===== config.mk =====
export PLATFORM = sky130hd
export DESIGN_NAME = lc4_superscalar
export DESIGN_NICKNAME = d
export VERILOG_FILES = /design/src/hdl/lc4_pkg.sv /design/src/hdl/lc4_superscalar.sv /design/src/hdl/lc4_execute.sv /design/src/hdl/lc4_regfile.sv /design/src/hdl/lc4_decode.sv /design/src/hdl/lc4_fetch.sv
export VERILOG_INCLUDE_DIRS = /design/src /design/src/hdl
export SDC_FILE = /design/constraint.sdc
export NUM_CORES = 1
export LEC_CHECK = 0
export BUFFER_PORTS_ARGS = -buffer_cell sky130_fd_sc_hd__buf_2
export CELL_PAD_IN_SITES_DETAIL_PLACEMENT = 1
export CELL_PAD_IN_SITES_GLOBAL_PLACEMENT = 1
export CORE_ASPECT_RATIO = 2
export CORE_MARGIN = 2
export CORE_UTILIZATION = 45
export CTS_CLUSTER_DIAMETER = 80
export DETAILED_ROUTE_END_ITERATION = 8
export PLACE_DENSITY = 0.77
export SETUP_SLACK_MARGIN = 0.4
export SYNTH_ARGS = -nofsm -noshare
export SYNTH_HDL_FRONTEND = slang
export SYNTH_HIERARCHICAL = 1
export SYNTH_SLANG_ARGS = --single-unit

===== constraint.sdc =====
create_clock -name gwe -period 5.4 [get_ports gwe]
set_input_delay 0.81 -clock gwe [delete_from_list [all_inputs] [get_ports gwe]]
set_output_delay 0.81 -clock gwe [all_outputs]
set_load 0.1 [all_outputs]

===== src/hdl/lc4_settings.svh =====
`ifndef LC4_SETTINGS_SVH
`define LC4_SETTINGS_SVH

`define LC4_WORD_W   16       // data, instruction and pc width
`define LC4_REG_W    3
`define LC4_NUM_REGS 8
`define LC4_RESET_PC 16'h8200 // boot address

// instruction field positions
`define LC4_OP_LSB   12 // opcode in [15:12]
`define LC4_OP_W     4
`define LC4_RD_LSB   9
`define LC4_RS_LSB   6
`define LC4_RT_LSB   0
`define LC4_SUB_LSB  3  // sub-op in [5:3], bit 5 set means imm5 on ADD
`define LC4_SUB_W    3
`define LC4_IMM5_W   5
`define LC4_IMM9_W   9

`endif

===== src/hdl/lc4_pkg.sv =====
`include "lc4_settings.svh"

package lc4_pkg;

   typedef logic [`LC4_WORD_W-1:0] word_t;
   typedef logic [`LC4_REG_W-1:0]  reg_sel_t;
   typedef logic [2:0]             nzp_t;      // n, z, p from the top bit down

   typedef enum logic [1:0] {
      STALL_NONE  = 2'd0,
      STALL_PIPE  = 2'd1, // held back by a pair split
      STALL_EMPTY = 2'd2  // reset bubble or NOP
   } stall_t;

   typedef enum logic [3:0] {
      OP_ARITH = 4'b0001, // ADD, SUB, ADDI
      OP_LOGIC = 4'b0101, // AND, NOT, OR, XOR
      OP_CONST = 4'b1001
   } opcode_t;

   typedef enum logic [2:0] {
      ALU_ADD,
      ALU_SUB,
      ALU_AND,
      ALU_OR,
      ALU_XOR,
      ALU_NOT,
      ALU_PASS // second operand straight through for CONST
   } alu_op_t;

   typedef enum logic {
      ISSUE_PAIR,
      ISSUE_HELD
   } issue_state_t;

   typedef struct packed {
      word_t  pc;
      word_t  insn;
      stall_t stall;
   } slot_t;

   typedef struct packed {
      reg_sel_t r1sel;
      reg_sel_t r2sel;
      logic     r1re;
      logic     r2re;
      reg_sel_t wsel;
      logic     regfile_we;
      alu_op_t  alu_op;
      logic     use_imm;  // second operand comes from imm
      word_t    imm;      // already sign extended
   } dec_t;

   typedef struct packed {
      word_t    pc;
      word_t    insn;
      stall_t   stall;
      logic     regfile_we;
      reg_sel_t wsel;
      word_t    rd_data;
      logic     nzp_we;
      nzp_t     nzp_bits;
   } trace_t;

   localparam slot_t SLOT_EMPTY = '{pc: '0, insn: '0, stall: STALL_EMPTY};

   // B is the younger writer of a pair and is looked at first
   function automatic word_t wb_forward(reg_sel_t sel, word_t fallback,
                                        trace_t wb_a, trace_t wb_b);
      if (wb_b.regfile_we && wb_b.wsel == sel) begin
         return wb_b.rd_data;
      end
      if (wb_a.regfile_we && wb_a.wsel == sel) begin
         return wb_a.rd_data;
      end
      return fallback;
   endfunction

endpackage


===== src/hdl/lc4_superscalar.sv =====
`timescale 1ns/1ps

module lc4_superscalar import lc4_pkg::*; (
   input  logic   gwe,
   input  logic   i_reset,
   input  word_t  i_insn_a,  // imem word at o_cur_pc
   input  word_t  i_insn_b,  // imem word at o_cur_pc+1
   output word_t  o_cur_pc,
   output trace_t o_trace_a, // writeback stage, slot A
   output trace_t o_trace_b
);

   localparam trace_t TRACE_EMPTY = '{pc: '0, insn: '0, stall: STALL_EMPTY,
                                      regfile_we: 1'b0, wsel: '0, rd_data: '0,
                                      nzp_we: 1'b0, nzp_bits: '0};

   // decode stage
   slot_t  slot_a;
   slot_t  slot_b;
   dec_t   dec_a;
   dec_t   dec_b;
   word_t  rs_data_a;
   word_t  rt_data_a;
   word_t  rs_data_b;
   word_t  rt_data_b;
   logic   split;

   // execute stage
   slot_t  ex_slot_a;
   slot_t  ex_slot_b;
   dec_t   ex_dec_a;
   dec_t   ex_dec_b;
   word_t  ex_rs_a;
   word_t  ex_rt_a;
   word_t  ex_rs_b;
   word_t  ex_rt_b;
   word_t  result_a;
   word_t  result_b;
   nzp_t   nzp_a;
   nzp_t   nzp_b;

   // writeback stage
   trace_t wb_a;
   trace_t wb_b;

   function automatic trace_t make_trace(slot_t s, dec_t d, word_t result, nzp_t nzp);
      trace_t t;
      t.pc         = s.pc;
      t.insn       = s.insn;
      t.stall      = s.stall;
      t.regfile_we = d.regfile_we;
      t.wsel       = d.wsel;
      t.rd_data    = result;
      t.nzp_we     = d.regfile_we; // every kept writer also sets nzp
      t.nzp_bits   = nzp;
      return t;
   endfunction

   lc4_fetch u_fetch (
      .gwe      (gwe),
      .i_reset  (i_reset),
      .i_split  (split),
      .i_insn_a (i_insn_a),
      .i_insn_b (i_insn_b),
      .o_cur_pc (o_cur_pc),
      .o_slot_a (slot_a),
      .o_slot_b (slot_b)
   );

   lc4_decode u_decode_a (.i_insn(slot_a.insn), .o_dec(dec_a));
   lc4_decode u_decode_b (.i_insn(slot_b.insn), .o_dec(dec_b));

   // B cannot issue beside the A that produces its operand
   assign split = dec_a.regfile_we &&
                  ((dec_b.r1re && dec_b.r1sel == dec_a.wsel) ||
                   (dec_b.r2re && dec_b.r2sel == dec_a.wsel));

   lc4_regfile u_regfile (
      .gwe         (gwe),
      .i_reset     (i_reset),
      .i_rs_a      (dec_a.r1sel),
      .i_rt_a      (dec_a.r2sel),
      .i_rs_b      (dec_b.r1sel),
      .i_rt_b      (dec_b.r2sel),
      .o_rs_data_a (rs_data_a),
      .o_rt_data_a (rt_data_a),
      .o_rs_data_b (rs_data_b),
      .o_rt_data_b (rt_data_b),
      .i_wb_a      (wb_a),
      .i_wb_b      (wb_b)
   );

   always_ff @(posedge gwe) begin
      if (i_reset) begin
         ex_slot_a <= SLOT_EMPTY;
         ex_slot_b <= SLOT_EMPTY;
         ex_dec_a  <= '0;
         ex_dec_b  <= '0;
         wb_a      <= TRACE_EMPTY;
         wb_b      <= TRACE_EMPTY;
      end else begin
         ex_slot_a <= slot_a;
         ex_dec_a  <= dec_a;
         if (split) begin
            // B comes back from fetch as the next A and leaves only its pc and insn here
            ex_slot_b <= '{pc: slot_b.pc, insn: slot_b.insn, stall: STALL_PIPE};
            ex_dec_b  <= '0;
         end else begin
            ex_slot_b <= slot_b;
            ex_dec_b  <= dec_b;
         end
         wb_a <= make_trace(ex_slot_a, ex_dec_a, result_a, nzp_a);
         wb_b <= make_trace(ex_slot_b, ex_dec_b, result_b, nzp_b);
      end
   end

   always_ff @(posedge gwe) begin
      ex_rs_a <= rs_data_a;
      ex_rt_a <= rt_data_a;
      ex_rs_b <= rs_data_b;
      ex_rt_b <= rt_data_b;
   end

   lc4_execute u_execute_a (
      .i_dec     (ex_dec_a),
      .i_rs_data (ex_rs_a),
      .i_rt_data (ex_rt_a),
      .i_wb_a    (wb_a),
      .i_wb_b    (wb_b),
      .o_result  (result_a),
      .o_nzp     (nzp_a)
   );

   lc4_execute u_execute_b (
      .i_dec     (ex_dec_b),
      .i_rs_data (ex_rs_b),
      .i_rt_data (ex_rt_b),
      .i_wb_a    (wb_a),
      .i_wb_b    (wb_b),
      .o_result  (result_b),
      .o_nzp     (nzp_b)
   );

   assign o_trace_a = wb_a;
   assign o_trace_b = wb_b;

endmodule


===== src/hdl/lc4_execute.sv =====
`timescale 1ns/1ps

module lc4_execute import lc4_pkg::*; (
   input  dec_t   i_dec,
   input  word_t  i_rs_data, // read in decode
   input  word_t  i_rt_data,
   input  trace_t i_wb_a,
   input  trace_t i_wb_b,
   output word_t  o_result,
   output nzp_t   o_nzp
);

   word_t op_a;
   word_t op_b;

   // a producer one pair ahead sits in writeback and has not reached the regfile
   assign op_a = wb_forward(i_dec.r1sel, i_rs_data, i_wb_a, i_wb_b);
   assign op_b = i_dec.use_imm ? i_dec.imm
                               : wb_forward(i_dec.r2sel, i_rt_data, i_wb_a, i_wb_b);

   always_comb begin
      case (i_dec.alu_op)
         ALU_ADD:  o_result = op_a + op_b;
         ALU_SUB:  o_result = op_a - op_b;
         ALU_AND:  o_result = op_a & op_b;
         ALU_OR:   o_result = op_a | op_b;
         ALU_XOR:  o_result = op_a ^ op_b;
         ALU_NOT:  o_result = ~op_a;
         ALU_PASS: o_result = op_b;
         default:  o_result = '0;
      endcase
   end

   // sign first, then zero
   always_comb begin
      if (o_result[$bits(word_t)-1]) begin
         o_nzp = 3'b100;
      end else if (o_result == '0) begin
         o_nzp = 3'b010;
      end else begin
         o_nzp = 3'b001;
      end
   end

endmodule


===== src/hdl/lc4_regfile.sv =====
`timescale 1ns/1ps
`include "lc4_settings.svh"

module lc4_regfile import lc4_pkg::*; (
   input  logic     gwe,
   input  logic     i_reset,
   input  reg_sel_t i_rs_a,
   input  reg_sel_t i_rt_a,
   input  reg_sel_t i_rs_b,
   input  reg_sel_t i_rt_b,
   output word_t    o_rs_data_a,
   output word_t    o_rt_data_a,
   output word_t    o_rs_data_b,
   output word_t    o_rt_data_b,
   input  trace_t   i_wb_a,
   input  trace_t   i_wb_b
);

   word_t regs [`LC4_NUM_REGS];

   always_ff @(posedge gwe) begin
      if (i_reset) begin
         for (int i = 0; i < `LC4_NUM_REGS; i++) begin
            regs[i] <= '0;
         end
      end else begin
         if (i_wb_a.regfile_we) begin
            regs[i_wb_a.wsel] <= i_wb_a.rd_data;
         end
         if (i_wb_b.regfile_we) begin
            regs[i_wb_b.wsel] <= i_wb_b.rd_data; // later write wins on a clash
         end
      end
   end

   // write-through so decode sees this cycle's writeback
   assign o_rs_data_a = wb_forward(i_rs_a, regs[i_rs_a], i_wb_a, i_wb_b);
   assign o_rt_data_a = wb_forward(i_rt_a, regs[i_rt_a], i_wb_a, i_wb_b);
   assign o_rs_data_b = wb_forward(i_rs_b, regs[i_rs_b], i_wb_a, i_wb_b);
   assign o_rt_data_b = wb_forward(i_rt_b, regs[i_rt_b], i_wb_a, i_wb_b);

   // result data travels from execute through the trace registers
   a_wdata_known_a : assert property (@(posedge gwe) disable iff (i_reset)
      i_wb_a.regfile_we |-> !$isunknown(i_wb_a.rd_data));
   a_wdata_known_b : assert property (@(posedge gwe) disable iff (i_reset)
      i_wb_b.regfile_we |-> !$isunknown(i_wb_b.rd_data));

endmodule


===== src/hdl/lc4_decode.sv =====
`timescale 1ns/1ps
`include "lc4_settings.svh"

module lc4_decode import lc4_pkg::*; (
   input  word_t i_insn,
   output dec_t  o_dec
);

   opcode_t               opcode;
   logic [`LC4_SUB_W-1:0] sub_op;
   logic                  kept;   // word is in the supported subset

   assign opcode = opcode_t'(i_insn[`LC4_OP_LSB +: `LC4_OP_W]);
   assign sub_op = i_insn[`LC4_SUB_LSB +: `LC4_SUB_W];

   always_comb begin
      o_dec       = '0;
      kept        = 1'b1;
      o_dec.r1sel = i_insn[`LC4_RS_LSB +: `LC4_REG_W];
      o_dec.r2sel = i_insn[`LC4_RT_LSB +: `LC4_REG_W];
      o_dec.wsel  = i_insn[`LC4_RD_LSB +: `LC4_REG_W];
      o_dec.imm   = word_t'($signed(i_insn[`LC4_IMM5_W-1:0]));
      o_dec.r1re  = 1'b1;
      o_dec.r2re  = 1'b1;
      case (opcode)
         OP_ARITH: begin
            case (sub_op) inside
               3'b000:  o_dec.alu_op = ALU_ADD;
               3'b010:  o_dec.alu_op = ALU_SUB;
               3'b1??: begin
                  o_dec.alu_op  = ALU_ADD; // ADDI
                  o_dec.use_imm = 1'b1;
                  o_dec.r2re    = 1'b0;
               end
               default: kept = 1'b0; // MUL and DIV not supported
            endcase
         end
         OP_LOGIC: begin
            case (sub_op)
               3'b000:  o_dec.alu_op = ALU_AND;
               3'b010:  o_dec.alu_op = ALU_OR;
               3'b011:  o_dec.alu_op = ALU_XOR;
               3'b001: begin
                  o_dec.alu_op = ALU_NOT;
                  o_dec.r2re   = 1'b0;
               end
               default: kept = 1'b0; // ANDI falls out here
            endcase
         end
         OP_CONST: begin
            o_dec.alu_op  = ALU_PASS;
            o_dec.use_imm = 1'b1;
            o_dec.imm     = word_t'($signed(i_insn[`LC4_IMM9_W-1:0]));
            o_dec.r1re    = 1'b0;
            o_dec.r2re    = 1'b0;
         end
         default: kept = 1'b0;
      endcase
      if (kept) begin
         o_dec.regfile_we = 1'b1;
      end else begin
         o_dec = '0; // behaves as NOP
      end
   end

endmodule


===== src/hdl/lc4_fetch.sv =====
`timescale 1ns/1ps
`include "lc4_settings.svh"

module lc4_fetch import lc4_pkg::*; (
   input  logic  gwe,
   input  logic  i_reset,
   input  logic  i_split,  // pair in decode has B reading A's destination
   input  word_t i_insn_a, // word at pc
   input  word_t i_insn_b, // word at pc+1
   output word_t o_cur_pc,
   output slot_t o_slot_a,
   output slot_t o_slot_b
);

   word_t        pc_q;
   word_t        pc_inc;
   issue_state_t issue_q;   // HELD while decode holds a reissued pair
   issue_state_t issue_nxt;
   slot_t        slot_a_nxt;
   slot_t        slot_b_nxt;

   function automatic slot_t make_slot(word_t pc, word_t insn);
      slot_t s;
      s.pc    = pc;
      s.insn  = insn;
      s.stall = (insn == '0) ? STALL_EMPTY : STALL_NONE;
      return s;
   endfunction

   assign o_cur_pc  = pc_q;
   assign issue_nxt = i_split ? ISSUE_HELD : ISSUE_PAIR;

   always_comb begin
      case (issue_nxt)
         ISSUE_HELD: begin
            // held B goes out first with the word at pc behind it
            slot_a_nxt = make_slot(o_slot_b.pc, o_slot_b.insn);
            slot_b_nxt = make_slot(pc_q, i_insn_a);
            pc_inc     = word_t'(1);
         end
         default: begin
            slot_a_nxt = make_slot(pc_q, i_insn_a);
            slot_b_nxt = make_slot(pc_q + word_t'(1), i_insn_b);
            pc_inc     = word_t'(2);
         end
      endcase
   end

   always_ff @(posedge gwe) begin
      if (i_reset) begin
         pc_q     <= `LC4_RESET_PC;
         issue_q  <= ISSUE_PAIR;
         o_slot_a <= SLOT_EMPTY;
         o_slot_b <= SLOT_EMPTY;
      end else begin
         pc_q     <= pc_q + pc_inc;
         issue_q  <= issue_nxt;
         o_slot_a <= slot_a_nxt;
         o_slot_b <= slot_b_nxt;
      end
   end

   // a reissued pair sits in program order right behind the pc
   a_held_order : assert property (@(posedge gwe) disable iff (i_reset)
      issue_q == ISSUE_HELD |->
         o_slot_b.pc == o_slot_a.pc + word_t'(1) && pc_q == o_slot_b.pc + word_t'(1));

endmodule


# Word level (Yosys, flattened, before mapping)
# Memories as Yosys holds them, arrays and structs flattened.
# Cells that the tools add are included.
# totals
register_bits,390
latch_bits,0
ram_bits,128
rom_bits,0
in_bits,34
memories,1
# classes
n_addsub,6
multipliers,0
div_mod_pow,0
order_cmp,0
n_eq_ne,42
shift,0
muxes,128
bitwise_logic,10
reduce_logical,38
# memory_table
name,words,word_bits,read_ports,rd_ports_with_merged_regs,write_ports,line_no,rtl
u_regfile.regs,8,16,4,0,8,lc4_regfile.sv:19,word_t regs [`LC4_NUM_REGS];
# ops
operator,count
16-bit two-way mux,38
16-bit case mux with 7 select lines,2
16-bit logical NOT,5
34-bit two-way mux,2
1-bit two-way mux,63
3-bit == test,18
16-bit adder,2
16-bit AND,2
16-bit inverter,2
16-bit bitwise OR,2
16-bit OR reduction,2
16-bit subtractor,2
16-bit XOR,2
3-bit by 2-bit == test with 1-bit output (second input constant),8
3-bit case mux with 4 select lines,2
11-bit two-way mux,2
1-bit logical AND,19
3-bit == test (second input constant),6
3-bit case mux with 3 select lines,2
16-bit by 1-bit adder with 16-bit output (second input constant),1
16-bit by 2-bit adder with 16-bit output,1
2-bit two-way mux,7
3-bit by 1-bit == test with 1-bit output (second input constant),4
3-bit logical NOT,4
other kinds (11),26

# Depth between registers and ports, before layout
# depth
depth_word,12
ltp_mapped,24

# By module
# The synthesis kept the hierarchy.
# by_module_without_submodules
mod,instances,cells_each,area_per_inst_um2,seq_area_each_um2
lc4_regfile,1,834,10901.7,3843.7
lc4_superscalar,1,600,8034.0,6206.0
lc4_execute at u_execute_b,1,501,3407.0,0.0
lc4_execute at u_execute_a,1,498,3383.2,0.0
lc4_fetch,1,336,3375.7,1641.6
lc4_decode,2,59,435.4,0.0

# Least setup slack after synthesis
# No wires, ideal clock.
# synth_timing
path_kind,register -> register
start,reg wb_a (netlist bit o_trace_a[20])
end,reg wb_b (netlist bit o_trace_b[0])
setup_time_ps,128
t_arrival_ps,5476
required_ps,5272
setup_slack_ps,-204
path_stages_with_launch,23
synth_period_minus_slack_ps,5604
path_cell_list,dfxtp_1 -> xor2_1 -> nand4bb_1 -> buf_6 -> a221oi_2 -> o31ai_1 -> inv_1 -> ha_1 -> nand2_1 -> o21ai_0 -> xnor2_1 -> ha_1 -> or3_1 -> or2_1 -> o211ai_1 -> a21boi_1 -> o21a_1 -> o21ai_0 -> o311ai_1 -> or4_1 -> or4_1 -> nor2b_4 -> nor2b_1
# synth_between
elab_chain_len,11
word_cells_on_any_way,25
classes_between,add/sub (2); eq/ne (2); mux (13); bitwise (4); reduce/logical (4)
# synth_rtl
item,line_no,rtl
from (decl),lc4_superscalar.sv:43,trace_t wb_a;
from (signal assigned),lc4_superscalar.sv:112,"wb_a <= make_trace(ex_slot_a, ex_dec_a, result_a, nzp_a);"
3-bit == test,lc4_pkg.sv:73,if (wb_a.regfile_we && wb_a.wsel == sel) begin
1-bit logical AND,lc4_pkg.sv:73,
1-bit two-way mux (2 in a row),lc4_pkg.sv:73,
16-bit two-way mux,lc4_pkg.sv:76,return fallback;
16-bit two-way mux,lc4_pkg.sv:73,
16-bit two-way mux,lc4_execute.sv:18,assign op_b = i_dec.use_imm ? i_dec.imm
16-bit subtractor (tied with other cells),lc4_execute.sv:24,ALU_SUB: o_result = op_a - op_b;
16-bit case mux with 7 select lines (*),lc4_execute.sv:22,case (i_dec.alu_op)
named net result_b[13],lc4_superscalar.sv:38,word_t result_b;
16-bit logical NOT (*),lc4_execute.sv:38,end else if (o_result == '0) begin
2-bit two-way mux (*),lc4_execute.sv:38,
to (signal assigned),lc4_superscalar.sv:113,"wb_b <= make_trace(ex_slot_b, ex_dec_b, result_b, nzp_b);"
to (decl),lc4_superscalar.sv:44,trace_t wb_b;
# The timed path passes the listed nets; every way through them passes the cells marked *. The select of a mux whose other input is x is not followed.
# A chain may end at the register's enable or synchronous reset.

# Worst setup path in the final report
# layout_timing
start,reg wb_a (netlist bit o_trace_a[22])
end,reg wb_b (netlist bit o_trace_b[0])
# The elaborated chain is that of the path after synthesis.

==> metrics.md <==
| Metric | Value |
|---|---|
| Filler Cells Inserted | `7163` |
| Tightest Pin Transition | `1.50 ns` |
| Hold Path Class | `reg2reg` |
| CTS buffer count | `46` |
| Worst Path Required | `5.85 ns` |
| Power per cell area | `354 nW/um2` |
| Max VDD drop | `0.265 mV` |
| Area grow syn2layout | `13.6%` |
| Post-Route Hold Slack | `0.426 ns` |
| Vias in the first global route | `between 20000 and 30000` |
| Core area | `65700 um2` |
| Clock root cell | `clkbuf_16` |
| DP HPWL | `83100 um` |
| Cell Count, Final, Fillers Out | `3928` |
| DR pass1 iterations | `5` |
| CTS tree | `built` |
| PortBufs | `165` |
| Grt total ovfl | `0` |
| DIE AREA | `68500 um2` |
| Slowest-stage cell, CP | `or4_1` |
| First-pass GRT wire length | `approximately 170000 um` |
| Crit-path max FO | `11` |
| Critical path, cell by cell | `xnor2_4 -> buf_4 -> and3_1 -> a221oi_4 -> o31ai_2 -> buf_4 -> and3b_2 -> a31oi_2 -> xnor2_1 -> ha_2 -> or3_1 -> or2_1 -> o211ai_1 -> a21boi_2 -> o21a_1 -> o21ai_2 -> o311ai_1 -> or4_1 -> or4_4 -> nor2b_4 -> nor2b_1` |
| Std-Cell Rows | `133` |
| Endpoints failing setup | `0` |
| Cells after Synth | `2875` |
| Avg WL per Cell | `29.4 um` |
| DRC | `0` |
| H-tree levels | `2` |
| WP data arrival | `about 5.6 ns` |
| IO Count | `approximately 170` |
| Final worst slack | `0.245 ns` |
| Clock Skews | `0.0317 ns` |
| Hold-fix buffers, CTS | `0` |
| Met2 usage in global routing | `58.3%` |
| Via/cell ratio | `~6.3` |
| Share of layout cells above drive strength 1 | `26.6%` |
| DRC marker count from the first detailed-route iteration | `2182` |
| CP Capture Type | `flop` |
| Sinks on the clock net | `516` |
| Grt met3 use | `between 5 and 6%` |
| Total number of vias | `24600` |
| Result of the run | `finished, final reports clean` |
| Starting density of the core | `45.4%` |
| Yosys warns | `6` |
| Final GP Congestion | `1.01` |
| DIE WIDTH | `186 um` |
| Post-route ant nets | `0` |
| Layer with the highest usage | `met2` |
| Later-pin clock latency in the skew report | `approximately 0.60 ns` |
| Initial antenna violation count | `4` |
| Clock transition at path regs | `roughly 0.07 ns` |
| DIE HEIGHT | `about 370 um` |
| Largest net degree at the start of global routing | `147` |
| Final TNS setup | `0 ns` |
| Worst slack, placed | `-0.0242 ns` |
| Pins Over Slew Limit | `0` |
| Fin crit share | `95.5%` |
| Fmax | `just under 200 MHz` |
| Startpoint types | `flop` |
| Gr usage total | `33.5%` |
| Syn_area_per_cell | `~10 um2` |
| Multi-input logic area | `17000 um2` |
| Routed Wire Length | `115000 um` |
| Max-cap violation count | `0` |
| Total area of sequential cells | `~12000 um2` |
| Crit-path most repeated cell | `buf_4` |
| Final-report hold violation count | `0` |
| GR Layer Usage met1 | `33.9%` |
| RSZ-0062 raised after global routing | `yes` |
| Clk buf depth | `3` |
| Placed cells | `about 3800` |
| CP Class | `reg2reg` |
| Final #Nets | `3154` |
| Final total power | `12000 uW` |
| Slowest Stage Delay on Critical Path | `0.55 ns` |
| Fin crit period | `around 5.2 ns` |
| Relative slew margins | `0.0355%` |
| Post-Syn Area | `around 30000 um2` |
| Leakage dissipation | `0.0137 uW` |
==> worst max-delay path: cells and delay by family (launching register included) <==
| family | cells | cell delay, ns |
|---|---|---|
| buffers and inverters | 2 | 0.37 |
| AOI/OAI and AO/OA | 8 | 1.38 |
| DFF | 1 | 0.39 |
| adders and majority gates | 1 | 0.21 |
| and+or+nand+nor | 8 | 2.32 |
| xor gates and xnor gates | 2 | 0.34 |
==> sequential cells by signal, summed over array words and instances, names as in the netlist, 33 cells and up <==
register and count:
u_fetch/o_slot_a 33, u_regfile/regs 128, u_fetch/o_slot_b 33, o_trace_a 57, ex_slot_a 34, ex_slot_b 34
o_trace_b 57
==> timing repair <==
item / 4_1_cts / 5_1_grt
setup buffers: 25 / 32
setup endpoints to repair: 8 / 8
pin swaps: 32 / 21
endpoints found under the hold margin: 0 / 0
resized for setup: 66 / 35
==> layout make-up <==
class                   count  share of cell area (%)
diodes                      1                 0.00738
multi-input cells        2001                    50.1
flip-flops and latches    516                    34.4
repair buffers            354                    6.88
inverters                  97                    1.07
clock inverters            21                   0.672
clock buffers              61                    3.72
well taps                 877                    3.24
==> layout by cell type, fill, tap and decap left out, drive strengths merged, types with 14 or more instances in the layout <==
cell type and n:
dfxtp 388, buf 354, nor2b 230, nor2 215
nand2 162, mux2i 158, a22o 132, mux4 128
edfxtp 128, o21ai 127, a21oi 103, xnor2 102
ha 101, inv 100, mux2 70, clkbuf 61
and2 58, nor3 35, nor4 29, a221oi 28
and3 27, o31a 26, nand4 23, nand2b 21
or3 19, o21a 14, xor2 14
==> routing by layer <==
layer | vias to the layer above | share of wire, %
met1 | 12200 | 32
li1 | 10600 | -
met4 | 4 | 11
met3 | 529 | 6.8
met2 | 1261 | 50
met5 | - | 0.020
==> power breakdown <==
part           internal (uW)  leakage (uW)  switching, uW
clock network           1840      0.000724           1520
logic                   1300       0.00848           2790
registers               4200       0.00451            333
==> through the flow <==
step	util [%]	cell area, um2
2_1_floorplan	-	29900
3_3_place_gp	47.9	31500
3_5_place_dp	47.9	31500
4_1_cts	50.9	33500
5_1_grt	51.6	33900
6_report	51.6	33900
==> path summary, 6_finish.rpt <==
check	endpoint	from	slack, ns	cells after the start
setup / recovery	o_trace_b[0]$_SDFF_PP0_	o_trace_a[22]$_SDFF_PP0_	0.24	21
hold / removal	o_trace_b[25]$_SDFF_PP1_	ex_slot_b[1]$_SDFF_PP1_	0.43	1
setup reg to reg	o_trace_b[0]$_SDFF_PP0_	o_trace_a[22]$_SDFF_PP0_	0.24	21
hold reg to reg	o_trace_b[25]$_SDFF_PP1_	ex_slot_b[1]$_SDFF_PP1_	0.43	1
No activity file was read; power rests on OpenSTA's default activity.
